## src/design/eai_pkg.sv

```systemverilog
// Shared constants for the matrix coprocessor on the custom0 EAI port.
// Widths, instruction encodings, row geometry and controller state codes.
// Import with a wildcard in each module header.

`default_nettype none

package eai_pkg;

   //////////////////////////////////////////////////
   // data and address widths
   //////////////////////////////////////////////////
   localparam int XLEN       = 32;
   localparam int ADDR_W     = 32;
   localparam int WORD_BYTES = 4;

   // one row is also the number of column entries
   localparam int ROW_WORDS = 3;
   localparam int COL_IDX_W = 2;

   //////////////////////////////////////////////////
   // custom0 instruction encoding
   //////////////////////////////////////////////////
   localparam logic [6:0] OPCODE_CUSTOM0 = 7'b0001011;

   localparam logic [2:0] F3_SETUP = 3'b011;
   localparam logic [2:0] F3_SUM   = 3'b110;

   localparam logic [6:0] F7_SETUP  = 7'b0000000;
   localparam logic [6:0] F7_ROWSUM = 7'b0000001;
   localparam logic [6:0] F7_COLSUM = 7'b0000010;

   //////////////////////////////////////////////////
   // controller states
   //////////////////////////////////////////////////
   localparam int ST_W = 2;

   localparam logic [ST_W-1:0] ST_IDLE = 2'd0;
   // rowsum reads in flight
   localparam logic [ST_W-1:0] ST_ROW  = 2'd1;
   localparam logic [ST_W-1:0] ST_RSP  = 2'd2;

endpackage

`default_nettype wire

```

## src/design/eai_col_accum.sv

```systemverilog
// Column accumulator for colsum.
// A shift buffer of ROW_WORDS running totals fed by row reader beats;
// after a full row, entry c holds the total of column c.

`timescale 1ns/1ns
`default_nettype none

module eai_col_accum import eai_pkg::*; (
   input  logic                 eai_clk,
   input  logic                 rst_n,
   input  logic                 col_clear,
   input  logic                 beat_valid,
   input  logic [XLEN-1:0]      beat_data,
   input  logic [COL_IDX_W-1:0] col_idx,
   output logic [XLEN-1:0]      col_sum
);

   logic [XLEN-1:0]      col_buf [ROW_WORDS];
   logic                 clear_pend;
   logic [COL_IDX_W-1:0] beat_cnt;
   logic                 last_beat;
   logic [XLEN-1:0]      carry;

   assign last_beat = (beat_cnt == COL_IDX_W'(ROW_WORDS - 1));
   // oldest entry is the same column as the incoming beat
   assign carry     = clear_pend ? '0 : col_buf[0];

   always_ff @(posedge eai_clk or negedge rst_n) begin
      if (!rst_n) begin
         for (int i = 0; i < ROW_WORDS; i++) begin
            col_buf[i] <= '0;
         end
         clear_pend <= 1'b0;
         beat_cnt   <= '0;
      end else begin
         if (beat_valid) begin
            for (int i = 0; i < ROW_WORDS - 1; i++) begin
               col_buf[i] <= col_buf[i + 1];
            end
            col_buf[ROW_WORDS-1] <= beat_data + carry;
            beat_cnt <= last_beat ? '0 : beat_cnt + 1'b1;
         end
         if (col_clear) begin
            clear_pend <= 1'b1;
         end else if (beat_valid && last_beat) begin
            clear_pend <= 1'b0;
         end
      end
   end

   assign col_sum = (col_idx < ROW_WORDS) ? col_buf[col_idx] : '0;

   a_clear_at_row_edge: assert property (
      @(posedge eai_clk) disable iff (!rst_n)
      col_clear |-> (beat_cnt == '0)
   );

endmodule

`default_nettype wire

```

## src/design/eai_ctrl.sv

```systemverilog
// Controller of the matrix coprocessor.
// Decodes custom0 requests, keeps the setup registers, sequences rowsum
// through the row reader and holds the response until the core takes it.

`timescale 1ns/1ns
`default_nettype none

module eai_ctrl import eai_pkg::*; (
   input  logic                 eai_clk,
   input  logic                 rst_n,
   // core request
   input  logic                 eai_req_valid,
   output logic                 eai_req_ready,
   input  logic [XLEN-1:0]      eai_req_inst,
   input  logic [XLEN-1:0]      eai_req_rs1,
   input  logic [XLEN-1:0]      eai_req_rs2,
   // core response
   output logic                 eai_rsp_valid,
   input  logic                 eai_rsp_ready,
   output logic [XLEN-1:0]      eai_rsp_rdat,
   output logic                 eai_rsp_err,
   // row reader
   output logic                 row_start,
   output logic [ADDR_W-1:0]    row_addr,
   input  logic                 row_done,
   input  logic [XLEN-1:0]      row_sum,
   input  logic                 row_err,
   // column accumulator
   output logic                 col_clear,
   output logic [COL_IDX_W-1:0] col_idx,
   input  logic [XLEN-1:0]      col_sum
);

   logic [ST_W-1:0]   state;
   logic [ADDR_W-1:0] base_r;
   logic [XLEN-1:0]   stride_r;
   logic [XLEN-1:0]   rsp_rdat_r;
   logic              rsp_err_r;

   //////////////////////////////////////////////////
   // decode
   //////////////////////////////////////////////////
   logic [6:0] opcode;
   logic [2:0] funct3;
   logic [6:0] funct7;
   logic       is_custom0;
   logic       is_setup;
   logic       is_rowsum;
   logic       is_colsum;
   logic       req_hsk;
   logic       rsp_hsk;

   assign opcode = eai_req_inst[6:0];
   assign funct3 = eai_req_inst[14:12];
   assign funct7 = eai_req_inst[31:25];

   assign is_custom0 = (opcode == OPCODE_CUSTOM0);
   assign is_setup   = is_custom0 && (funct3 == F3_SETUP) && (funct7 == F7_SETUP);
   assign is_rowsum  = is_custom0 && (funct3 == F3_SUM) && (funct7 == F7_ROWSUM);
   assign is_colsum  = is_custom0 && (funct3 == F3_SUM) && (funct7 == F7_COLSUM);

   assign req_hsk = eai_req_valid && eai_req_ready;
   assign rsp_hsk = eai_rsp_valid && eai_rsp_ready;

   //////////////////////////////////////////////////
   // state machine
   //////////////////////////////////////////////////
   always_ff @(posedge eai_clk or negedge rst_n) begin
      if (!rst_n) begin
         state <= ST_IDLE;
      end else begin
         case (state)
            ST_IDLE: begin
               if (req_hsk) begin
                  state <= is_rowsum ? ST_ROW : ST_RSP;
               end
            end
            ST_ROW: begin
               if (row_done) begin
                  state <= ST_RSP;
               end
            end
            ST_RSP: begin
               if (rsp_hsk) begin
                  state <= ST_IDLE;
               end
            end
            default: state <= ST_IDLE;
         endcase
      end
   end

   // setup registers and response payload
   always_ff @(posedge eai_clk) begin
      if (req_hsk && is_setup) begin
         base_r   <= eai_req_rs1;
         stride_r <= eai_req_rs2;
      end
      if (req_hsk) begin
         rsp_rdat_r <= is_colsum ? col_sum : '0;
         // anything not recognised answers with an error
         rsp_err_r  <= !(is_setup || is_rowsum || is_colsum);
      end else if ((state == ST_ROW) && row_done) begin
         rsp_rdat_r <= row_sum;
         rsp_err_r  <= row_err;
      end
   end

   //////////////////////////////////////////////////
   // row and column requests
   //////////////////////////////////////////////////
   assign row_start = req_hsk && is_rowsum;
   assign row_addr  = base_r + eai_req_rs1 * stride_r * ADDR_W'(WORD_BYTES);

   // row 0 opens a fresh set of column totals
   assign col_clear = row_start && (eai_req_rs1 == '0);

   // out of range index maps to the zero entry
   assign col_idx = (eai_req_rs1 < ROW_WORDS) ? eai_req_rs1[COL_IDX_W-1:0]
                                              : COL_IDX_W'(ROW_WORDS);

   assign eai_req_ready = (state == ST_IDLE);
   assign eai_rsp_valid = (state == ST_RSP);
   assign eai_rsp_rdat  = rsp_rdat_r;
   assign eai_rsp_err   = rsp_err_r;

   a_rsp_stable: assert property (
      @(posedge eai_clk) disable iff (!rst_n)
      (eai_rsp_valid && !eai_rsp_ready) |=>
         (eai_rsp_valid && $stable(eai_rsp_rdat) && $stable(eai_rsp_err))
   );

endmodule

`default_nettype wire

```

## src/design/eai_row_reader.sv

```systemverilog
// Row reader for rowsum.
// Reads ROW_WORDS consecutive words over the ICB style bus, one read at a
// time, and reports each beat plus the final sum and error OR.

`timescale 1ns/1ns
`default_nettype none

module eai_row_reader import eai_pkg::*; (
   input  logic              eai_clk,
   input  logic              rst_n,
   input  logic              row_start,
   input  logic [ADDR_W-1:0] row_addr,
   // memory command
   output logic              cmd_valid,
   input  logic              cmd_ready,
   output logic [ADDR_W-1:0] cmd_addr,
   // memory response
   input  logic              rsp_valid,
   output logic              rsp_ready,
   input  logic [XLEN-1:0]   rsp_rdata,
   input  logic              rsp_err,
   // beats and result
   output logic              beat_valid,
   output logic [XLEN-1:0]   beat_data,
   output logic              row_done,
   output logic [XLEN-1:0]   row_sum,
   output logic              row_err,
   output logic              busy
);

   logic                 cmd_valid_r;
   logic                 wait_rsp_r;
   logic                 busy_r;
   logic                 done_r;
   // word index inside the row, same as its column
   logic [COL_IDX_W-1:0] beat_cnt;
   logic [ADDR_W-1:0]    addr_r;
   logic [XLEN-1:0]      sum_r;
   logic                 err_r;

   logic cmd_hsk;
   logic rsp_hsk;
   logic last_beat;

   assign cmd_hsk   = cmd_valid_r && cmd_ready;
   assign rsp_hsk   = rsp_valid && wait_rsp_r;
   assign last_beat = (beat_cnt == COL_IDX_W'(ROW_WORDS - 1));

   //////////////////////////////////////////////////
   // sequencing
   //////////////////////////////////////////////////
   always_ff @(posedge eai_clk or negedge rst_n) begin
      if (!rst_n) begin
         cmd_valid_r <= 1'b0;
         wait_rsp_r  <= 1'b0;
         busy_r      <= 1'b0;
         done_r      <= 1'b0;
         beat_cnt    <= '0;
      end else begin
         done_r <= rsp_hsk && last_beat;
         if (row_start) begin
            cmd_valid_r <= 1'b1;
            busy_r      <= 1'b1;
            beat_cnt    <= '0;
         end else begin
            if (cmd_hsk) begin
               cmd_valid_r <= 1'b0;
               wait_rsp_r  <= 1'b1;
            end
            // next read goes out right after each response
            if (rsp_hsk) begin
               wait_rsp_r  <= 1'b0;
               cmd_valid_r <= !last_beat;
               beat_cnt    <= beat_cnt + 1'b1;
            end
            if (done_r) begin
               busy_r <= 1'b0;
            end
         end
      end
   end

   // address, sum and error
   always_ff @(posedge eai_clk) begin
      if (row_start) begin
         addr_r <= row_addr;
         sum_r  <= '0;
         err_r  <= 1'b0;
      end else if (rsp_hsk) begin
         addr_r <= addr_r + ADDR_W'(WORD_BYTES);
         sum_r  <= sum_r + rsp_rdata;
         err_r  <= err_r | rsp_err;
      end
   end

   assign cmd_valid  = cmd_valid_r;
   assign cmd_addr   = addr_r;
   assign rsp_ready  = wait_rsp_r;
   assign beat_valid = rsp_hsk;
   assign beat_data  = rsp_rdata;
   assign row_done   = done_r;
   assign row_sum    = sum_r;
   assign row_err    = err_r;
   assign busy       = busy_r;

   a_cmd_hold: assert property (
      @(posedge eai_clk) disable iff (!rst_n)
      (cmd_valid && !cmd_ready) |=> (cmd_valid && $stable(cmd_addr))
   );

endmodule

`default_nettype wire

```

## src/design/eai_top.sv

```systemverilog
// Top of the matrix coprocessor on the custom0 EAI port.
// Connects the controller, the row reader and the column accumulator
// to the core request/response and memory ICB ports.

`timescale 1ns/1ns
`default_nettype none

module eai_top import eai_pkg::*; (
   input  logic              eai_clk,
   input  logic              rst_n,
   // core request
   input  logic              eai_req_valid,
   output logic              eai_req_ready,
   input  logic [XLEN-1:0]   eai_req_inst,
   input  logic [XLEN-1:0]   eai_req_rs1,
   input  logic [XLEN-1:0]   eai_req_rs2,
   // core response
   output logic              eai_rsp_valid,
   input  logic              eai_rsp_ready,
   output logic [XLEN-1:0]   eai_rsp_rdat,
   output logic              eai_rsp_err,
   output logic              eai_mem_holdup,
   // memory command
   output logic              eai_icb_cmd_valid,
   input  logic              eai_icb_cmd_ready,
   output logic [ADDR_W-1:0] eai_icb_cmd_addr,
   // memory response
   input  logic              eai_icb_rsp_valid,
   output logic              eai_icb_rsp_ready,
   input  logic [XLEN-1:0]   eai_icb_rsp_rdata,
   input  logic              eai_icb_rsp_err
);

   logic                 row_start;
   logic [ADDR_W-1:0]    row_addr;
   logic                 row_done;
   logic [XLEN-1:0]      row_sum;
   logic                 row_err;
   logic                 beat_valid;
   logic [XLEN-1:0]      beat_data;
   logic                 col_clear;
   logic [COL_IDX_W-1:0] col_idx;
   logic [XLEN-1:0]      col_sum;

   eai_ctrl i_eai_ctrl (
      .eai_clk       (eai_clk),
      .rst_n         (rst_n),
      .eai_req_valid (eai_req_valid),
      .eai_req_ready (eai_req_ready),
      .eai_req_inst  (eai_req_inst),
      .eai_req_rs1   (eai_req_rs1),
      .eai_req_rs2   (eai_req_rs2),
      .eai_rsp_valid (eai_rsp_valid),
      .eai_rsp_ready (eai_rsp_ready),
      .eai_rsp_rdat  (eai_rsp_rdat),
      .eai_rsp_err   (eai_rsp_err),
      .row_start     (row_start),
      .row_addr      (row_addr),
      .row_done      (row_done),
      .row_sum       (row_sum),
      .row_err       (row_err),
      .col_clear     (col_clear),
      .col_idx       (col_idx),
      .col_sum       (col_sum)
   );

   // busy doubles as the memory holdup toward the core
   eai_row_reader i_eai_row_reader (
      .eai_clk    (eai_clk),
      .rst_n      (rst_n),
      .row_start  (row_start),
      .row_addr   (row_addr),
      .cmd_valid  (eai_icb_cmd_valid),
      .cmd_ready  (eai_icb_cmd_ready),
      .cmd_addr   (eai_icb_cmd_addr),
      .rsp_valid  (eai_icb_rsp_valid),
      .rsp_ready  (eai_icb_rsp_ready),
      .rsp_rdata  (eai_icb_rsp_rdata),
      .rsp_err    (eai_icb_rsp_err),
      .beat_valid (beat_valid),
      .beat_data  (beat_data),
      .row_done   (row_done),
      .row_sum    (row_sum),
      .row_err    (row_err),
      .busy       (eai_mem_holdup)
   );

   eai_col_accum i_eai_col_accum (
      .eai_clk    (eai_clk),
      .rst_n      (rst_n),
      .col_clear  (col_clear),
      .beat_valid (beat_valid),
      .beat_data  (beat_data),
      .col_idx    (col_idx),
      .col_sum    (col_sum)
   );

endmodule

`default_nettype wire

```

## config.mk

```make
export PLATFORM = sky130hd
export DESIGN_NAME = eai_top
export DESIGN_NICKNAME = d
export VERILOG_FILES = /design/src/design/eai_pkg.sv /design/src/design/eai_col_accum.sv /design/src/design/eai_ctrl.sv /design/src/design/eai_row_reader.sv /design/src/design/eai_top.sv
export SDC_FILE = /design/constraint.sdc
export NUM_CORES = 2
export LEC_CHECK = 0
export BUFFER_PORTS_ARGS = -buffer_cell sky130_fd_sc_hd__buf_2
export CAP_MARGIN = 20
export CORE_ASPECT_RATIO = 0.75
export CORE_MARGIN = 2
export CORE_UTILIZATION = 40
export CTS_BUF_LIST = sky130_fd_sc_hd__clkbuf_4
export DETAILED_ROUTE_END_ITERATION = 8
export PLACE_DENSITY = 0.58
export SYNTH_ARGS = -nofsm -noshare
export SYNTH_HDL_FRONTEND = slang
export SYNTH_SLANG_ARGS = --single-unit
```

## constraint.sdc

```tcl
create_clock -name eai_clk -period 7.5 [get_ports eai_clk]
set_clock_uncertainty 0.05 [all_clocks]
set_input_delay 1.125 -clock eai_clk [delete_from_list [all_inputs] [get_ports eai_clk]]
set_output_delay 1.125 -clock eai_clk [all_outputs]
set_load 0.01 [all_outputs]
```

# Word level (Yosys, flattened, before mapping)
# Index checks and enable logic that the tools add are counted.
[totals]
word_cells = 103
register_bits = 269
input_bits = 135
out_inout_bits = 70
[classes]
bitwise = 3
n_mux = 30
addsub = 6
magnitude_cmp = 3
n_eq_ne = 12
n_mul = 1
reduce_logical = 30
[ops]
columns = ["operator", "count"]
rows = [
  ["$mux 32", 9],
  ["$add 32x32->32", 3],
  ["$bmux 32 s2", 1],
  ["$add 32x3->32 const B", 1],
  ["$logic_not 32->1", 1],
  ["$lt 32x2->1 const B", 1],
  ["$mul 32x32->30", 1],
  ["$mux 2", 8],
  ["$logic_and 1x1->1", 15],
  ["$mux 1", 11],
  ["$reduce_bool 2->1", 5],
  ["$eq 7x1->1 const B", 1],
  ["$eq 7x2->1 const B", 1],
  ["$eq 7x4->1 const B", 1],
  ["$logic_not 7->1", 1],
  ["$eq 2x2->1 const B", 3],
  ["$pmux 2 s3", 1],
  ["$add 2x1->2 const B", 2],
  ["$ne 2x2->1 const B", 2],
  ["$eq 3x2->1 const B", 1],
  ["$eq 3x3->1 const B", 1],
  ["$ge 3x3->1 const B", 1],
  ["$not 2->3", 1],
  ["$reduce_and 3->1", 1],
  ["other kinds (10)", 12],
]

# Logic depth before layout (Yosys ltp)
[depth]
ltp_word = 9
ltp_mapped = 38
ltp_nobuf = 36

# By module
# A second synthesis with hierarchy kept.
[hier_totals]
cells_unflattened = 3206
area_unflattened_um2 = 30245.3
[modules_own_cells]
columns = ["mod", "seq_area_each_um2", "cells_each", "area_per_inst_um2", "instances"]
rows = [
  ["eai_ctrl", 2902.8, 1959, 18813.0, 1],
  ["eai_col_accum", 2477.4, 630, 6289.8, 1],
  ["eai_row_reader", 1771.7, 617, 5142.4, 1],
]

# Worst setup path after synthesis
# No wires, ideal clock.
[synth_path]
kind = "input-to-reg"
from = "in eai_req_rs1[10]"
to = "reg i_eai_row_reader.addr_r[30], in the netlist i_eai_row_reader.cmd_addr[30], data pin"
n_path_buf = 2
path_slack_ns = -1.391
cell_stages = 34
setup_time_ns = 0.269
arrival_ns = 8.572
required_ns = 7.181
path_cell_list = "clkbuf_1 clkbuf_1 nand2_1 fa_1 inv_1 fa_1 fa_1 inv_1 fa_1 inv_1 fa_1 fa_1 fa_1 inv_1 fa_1 inv_1 ha_1 nor2b_1 o21ai_0 nand2b_1 a221oi_4 o21bai_1 a21oi_1 xnor2_1 ha_1 nand2_1 nor2_1 and4_1 and2_1 a221oi_2 o21ai_1 a21oi_1 xor2_1 o21ai_0"
[synth_between]
elab_chain_len = 3
[synth_rtl]
columns = ["item", "line", "source"]
rows = [
  ["start, declared", "eai_top.sv:15", "input logic [XLEN-1:0] eai_req_rs1,"],
  ["$mul 32x32->30", "eai_ctrl.sv:113", "assign row_addr = base_r + eai_req_rs1 * stride_r * ADDR_W'(WORD_BYTES);"],
  ["$add 32x32->32", "eai_ctrl.sv:113", ""],
  ["$mux 32", "eai_row_reader.sv:85", "if (row_start) begin"],
  ["end signal, assigned", "eai_row_reader.sv:86", "addr_r <= row_addr;"],
  ["end signal, assigned", "eai_row_reader.sv:90", "addr_r <= addr_r + ADDR_W'(WORD_BYTES);"],
  ["end, declared", "eai_row_reader.sv:37", "logic [ADDR_W-1:0] addr_r;"],
]
# No other way between the ends.
# A chain may end at the register's enable or synchronous reset.

# Worst setup path after layout
[layout_path]
from = "reg i_eai_ctrl.stride_r[3]"
to = "reg i_eai_row_reader.addr_r[31], in the netlist i_eai_row_reader.cmd_addr[31], data pin"
[layout_between]
elab_chain_len = 3
[layout_rtl]
columns = ["item", "line", "source"]
rows = [
  ["start, declared", "eai_ctrl.sv:36", "logic [XLEN-1:0] stride_r;"],
  ["start signal, assigned", "eai_ctrl.sv:97", "stride_r <= eai_req_rs2;"],
  ["$mul 32x32->30", "eai_ctrl.sv:113", ""],
  ["$add 32x32->32", "eai_ctrl.sv:113", ""],
  ["$mux 32", "eai_row_reader.sv:85", ""],
]
# No other way between the ends.

==> results.md <==
STA:
- Hold is met by 0.215 ns.
- Setup violations remaining at the end of the flow were counted as 15.
- The final critical-path required period is slightly above 8 ns.
- The final count of pins violating max slew is 0.
- The post-route fraction of the period consumed by the critical path is 109%.
- The upper clock frequency limit is between 0.1 and 0.15 GHz.
- The post-route worst setup slack is -0.694 ns.
- Setup repair after global routing could not meet its margin everywhere.
- At the pin with the least slew margin, the transition time is ~0.94 ns.
- The final count of hold timing violations came to 0.
- The worst slew margin relative to its limit is around 37%.

Logic synthesis:
- The number of different library cells in the post-synthesis netlist is 73.
- The netlist area before placement is around 30,000 um2.
- The share of synthesized registers carrying an async set or reset is between 40% and 50%.
- The main flop type after synthesis is edfxtp_1.
- Counting every instance in the synthesized netlist gives roughly 3.3k.
- The fraction of the yosys area taken by sequential cells is between 20% and 30%.
- The warning count from the yosys run is 0.
- Averaged over all synthesized cells, the footprint is 8.95 um2.
- The number of register bits inferred by synthesis is roughly 270.
- The net count after synthesis is between 4k and 5k.
- The synthesized design contains 127 enable-type register cells.

Setup path:
- The critical path data required time is a little over 8 ns.
- In this run the critical register-to-register path is captured at i_eai_row_reader.cmd_addr[31].
- The number of buffers and inverters on the critical path is 8.
- The critical path's most frequent cell is fa_1.
- The worst setup path is captured at a flop.
- The slowest library cell on the worst path is fa_1.
- The worst register-to-register path has a setup slack of -0.69 ns.
- The data arrival time of the worst path is just under 9 ns.
- In this run the worst path has a maximum fanout of 6.
- For the worst flop-to-flop path, the logic depth is 36.
- In this run the critical register-to-register path is launched from i_eai_ctrl.stride_r[3].
- The cell family with the largest share of critical-path delay is adder cells.
- The launching element type of the critical path is a flop.
- The maximum single-stage delay on the critical path is roughly 0.56 ns.
- By startpoint and endpoint, the worst setup path is classified as reg -> reg.

GRT:
- Entering global routing, the biggest net connects 69 pins.
- Across every metal layer, demand over resource in global routing totals between 20% and 30%.
- The global-route wire length before repair is 140 mm.
- The number of global-route vias before repair is roughly 24k.
- The initial antenna violation count is 10.
- The total overflow left after global routing is 0.

Cells and area:
- Relative to the synthesized area, the layout overhead comes to 18.1%.
- The number of nets in the final layout is around 4.4k.
- In the layout the commonest cells are 577 x nand2_1, 410 x inv_1, 349 x fa_1.
- The area of all placed cells without fillers is between 30,000 and 40,000 um2.
- Measured on the finished design, the core utilization comes to a little under half.
- The fraction of layout cells with a size suffix above 1 is about a fifth.
- Leaving out filler cells and counting taps, the final layout contains ~4.7k.
- The commonest non-fill, non-tap cell in the layout is nand2_1.

Floorplanning:
- The floorplan step defined a core boundary enclosing ~73,000 um2.
- Once the floorplan was initialized, standard cells occupied 40.3% of the core.
- The top-level port count is between 200 and 250.
- The floorplan row count is 86.
- The die footprint is about 76,000 um2.
- The chip height is about 240 um.
- The die width is about 320 um.

Route:
- The remaining antenna violation count is 0.
- For this block, the routed nets add up to 89.3 mm of wire.
- The vias after detailed routing is between 20k and 25k.
- Dividing the detail-routed via count by the number of cells gives approximately 5.1.
- The number of search-and-repair iterations in the first detailed-routing pass is 7.
- Dividing the detail-routed wire length by the instance count gives about 19 um.
- The number of DRC markers in iteration 0 is 1,656.
- After detailed routing, the number of remaining DRC violations is 0.

Clock tree:
- TritonCTS built the clock tree.
- The insertion delay to the later sink of the worst-skew pair is approximately 0.90 ns.
- The clock transition at the registers of the reported paths is around 0.07 ns.
- The number of sinks on the clock net is approximately 270.
- After clock tree synthesis, the flow added hold-fix buffers numbering 0.
- The clock root buffer master is clkbuf_4.
- The buffer depth of the longest clock path is 3.
- The maximum level of the CTS H-tree is 3.
- The TritonCTS buffer count is 76.

Worst hold path:
- The class of the tightest hold or removal check is in -> async.

Placed design:
- The post-placement cell count is ~4.6k.
- The placed instances occupy a cell area of between 30,000 and 40,000 um2.
- The final weighted congestion in routability-driven placement is a little over 0.9.
- The count of buffers added on input and output ports is 187.
- The detailed placement HPWL is around 70 mm.

Outcome:
- The run finished, with violations left.
- The final reports fail on negative setup slack.

Run:
- Max-cap violations in this run came to 0.
[synthesized netlist by cell type, drive strengths merged (3+ instances only)]
| library cell | count | area, um2 |
|---|---|---|
| nand2 | 578 | 2170 |
| inv | 414 | 1550 |
| fa | 356 | 7130 |
| and2 | 269 | 1680 |
| a21oi | 215 | 1100 |
| ha | 211 | 2640 |
| o21ai | 137 | 701 |
| clkbuf | 133 | 500 |
| nor2 | 131 | 492 |
| edfxtp | 127 | 3810 |
| xnor2 | 127 | 1110 |
| dfrtp | 107 | 2680 |
| xor2 | 58 | 508 |
| nor2b | 46 | 290 |
| a21o | 38 | 287 |
| o31ai | 35 | 263 |
| nand3 | 34 | 170 |
| dfxtp | 33 | 661 |
| nor3 | 28 | 140 |
| o21a | 21 | 158 |
| a211oi | 19 | 148 |
| and3 | 19 | 119 |
| nand2b | 18 | 113 |
| buf | 14 | 56.3 |
| nor4 | 12 | 75.1 |
| o21bai | 12 | 90.1 |
| a31oi | 11 | 83.8 |
| or3 | 11 | 68.8 |
| nand4 | 10 | 62.6 |
| nor3b | 7 | 52.6 |
| o211ai | 7 | 52.6 |
| or2 | 6 | 37.5 |
| a2111oi | 5 | 56.3 |
| a21boi | 5 | 37.5 |
| nand3b | 5 | 37.5 |
| a211o | 4 | 35.0 |
| a221oi | 3 | 56.3 |
| or4 | 3 | 26.3 |
[logic make-up (layout without fill, tap and decap cells)]
logic type | after synthesis | count (layout) | share of synthesized area, %
xor gates and xnor gates | 185 | 185 | 5.49
AOI/OAI and AO/OA | 530 | 530 | 11.0
adders and majority gates | 567 | 567 | 33.1
other | 0 | 6 | 0
DFF | 267 | 267 | 24.2
buffers and inverters | 562 | 1030 | 7.16
muxes | 4 | 4 | 0.144
and+or+nand+nor | 1184 | 1184 | 19.0
[metal layers]
metal | wire length (um) | global-route usage [%] | share of wire [%]
met1 | 43900 | 36.0 | 49
met2 | 37600 | 35.2 | 42
met3 | 5660 | 3.97 | 6.3
met4 | 2090 | 6.62 | 2.3
met5 | 8 | 0 | 0.0090
[through the flow]
step                TNS [ns]  setup WS (ns)
finish                 -6.55         -0.694
floorplan              -8.40          -1.04
global route          -11.99          -1.07
detailed placement    -20.03          -1.44
global placement      -18.54          -1.38
CTS                    -6.09         -0.655
[state kept, by name, indices dropped and copies added, names as in the netlist]
register                    flops
i_eai_col_accum.beat_cnt        2
i_eai_col_accum.clear_pend      1
i_eai_col_accum.col_buf        96
i_eai_ctrl.base_r              32
i_eai_ctrl.eai_rsp_err          1
i_eai_ctrl.eai_rsp_rdat        32
i_eai_ctrl.state                2
i_eai_ctrl.stride_r            30
i_eai_row_reader.beat_cnt       2
i_eai_row_reader.busy           1
i_eai_row_reader.cmd_addr      32
i_eai_row_reader.cmd_valid      1
i_eai_row_reader.row_done       1
i_eai_row_reader.row_err        1
i_eai_row_reader.row_sum       32
i_eai_row_reader.rsp_ready      1
[worst max path at each step]
| stage | end | cells past startpoint | startpoint | slack (ns) |
|---|---|---|---|---|
| after floorplan | i_eai_row_reader.cmd_addr[28] | 35 | eai_req_rs1[11] | -1.04 |
| after global placement | i_eai_row_reader.cmd_addr[31] | 31 | eai_req_rs1[12] | -1.38 |
| after detailed placement | i_eai_row_reader.cmd_addr[28] | 32 | eai_req_rs1[7] | -1.44 |
| after CTS | i_eai_row_reader.cmd_addr[29] | 35 | i_eai_ctrl.stride_r[3] | -0.66 |
| after global routing | i_eai_row_reader.cmd_addr[31] | 36 | i_eai_ctrl.stride_r[3] | -1.07 |
| final | i_eai_row_reader.cmd_addr[31] | 36 | i_eai_ctrl.stride_r[3] | -0.69 |
[worst register-to-register path: cells and delay by family (launching register included)]
kind | cells | cell delay (ns)
XOR/XNOR | 2 | 0.27
flip-flops | 1 | 0.41
adder cells (fa/ha/maj) | 10 | 4.51
buffers and inverters | 8 | 0.57
AO/OA/AOI/OAI | 11 | 1.66
AND/OR/NAND/NOR | 5 | 0.45
[area by class of cell]
cell class                      instances  area (um2)
Timing Repair Buffer                  474        3280
Clock inverter                         28         143
Sequential cell                       267        7150
Fill cell                            7131       38400
Multi-Input combinational cell       2470       20700
Inverter                              415        1560
Tap cell                              968        1210
Antenna cell                            6        15.0
Clock buffer                          113         848
[timing repair]
action | 4_1_cts | 5_1_grt
setup buffers | 11 | 7
pin swaps | 27 | 62
gates resized for setup | 31 | 35
endpoints found under the setup margin | 16 | 19
Power is not shown: default switching activity piles up to over one toggle a cycle in this logic, so the estimate is an artifact.
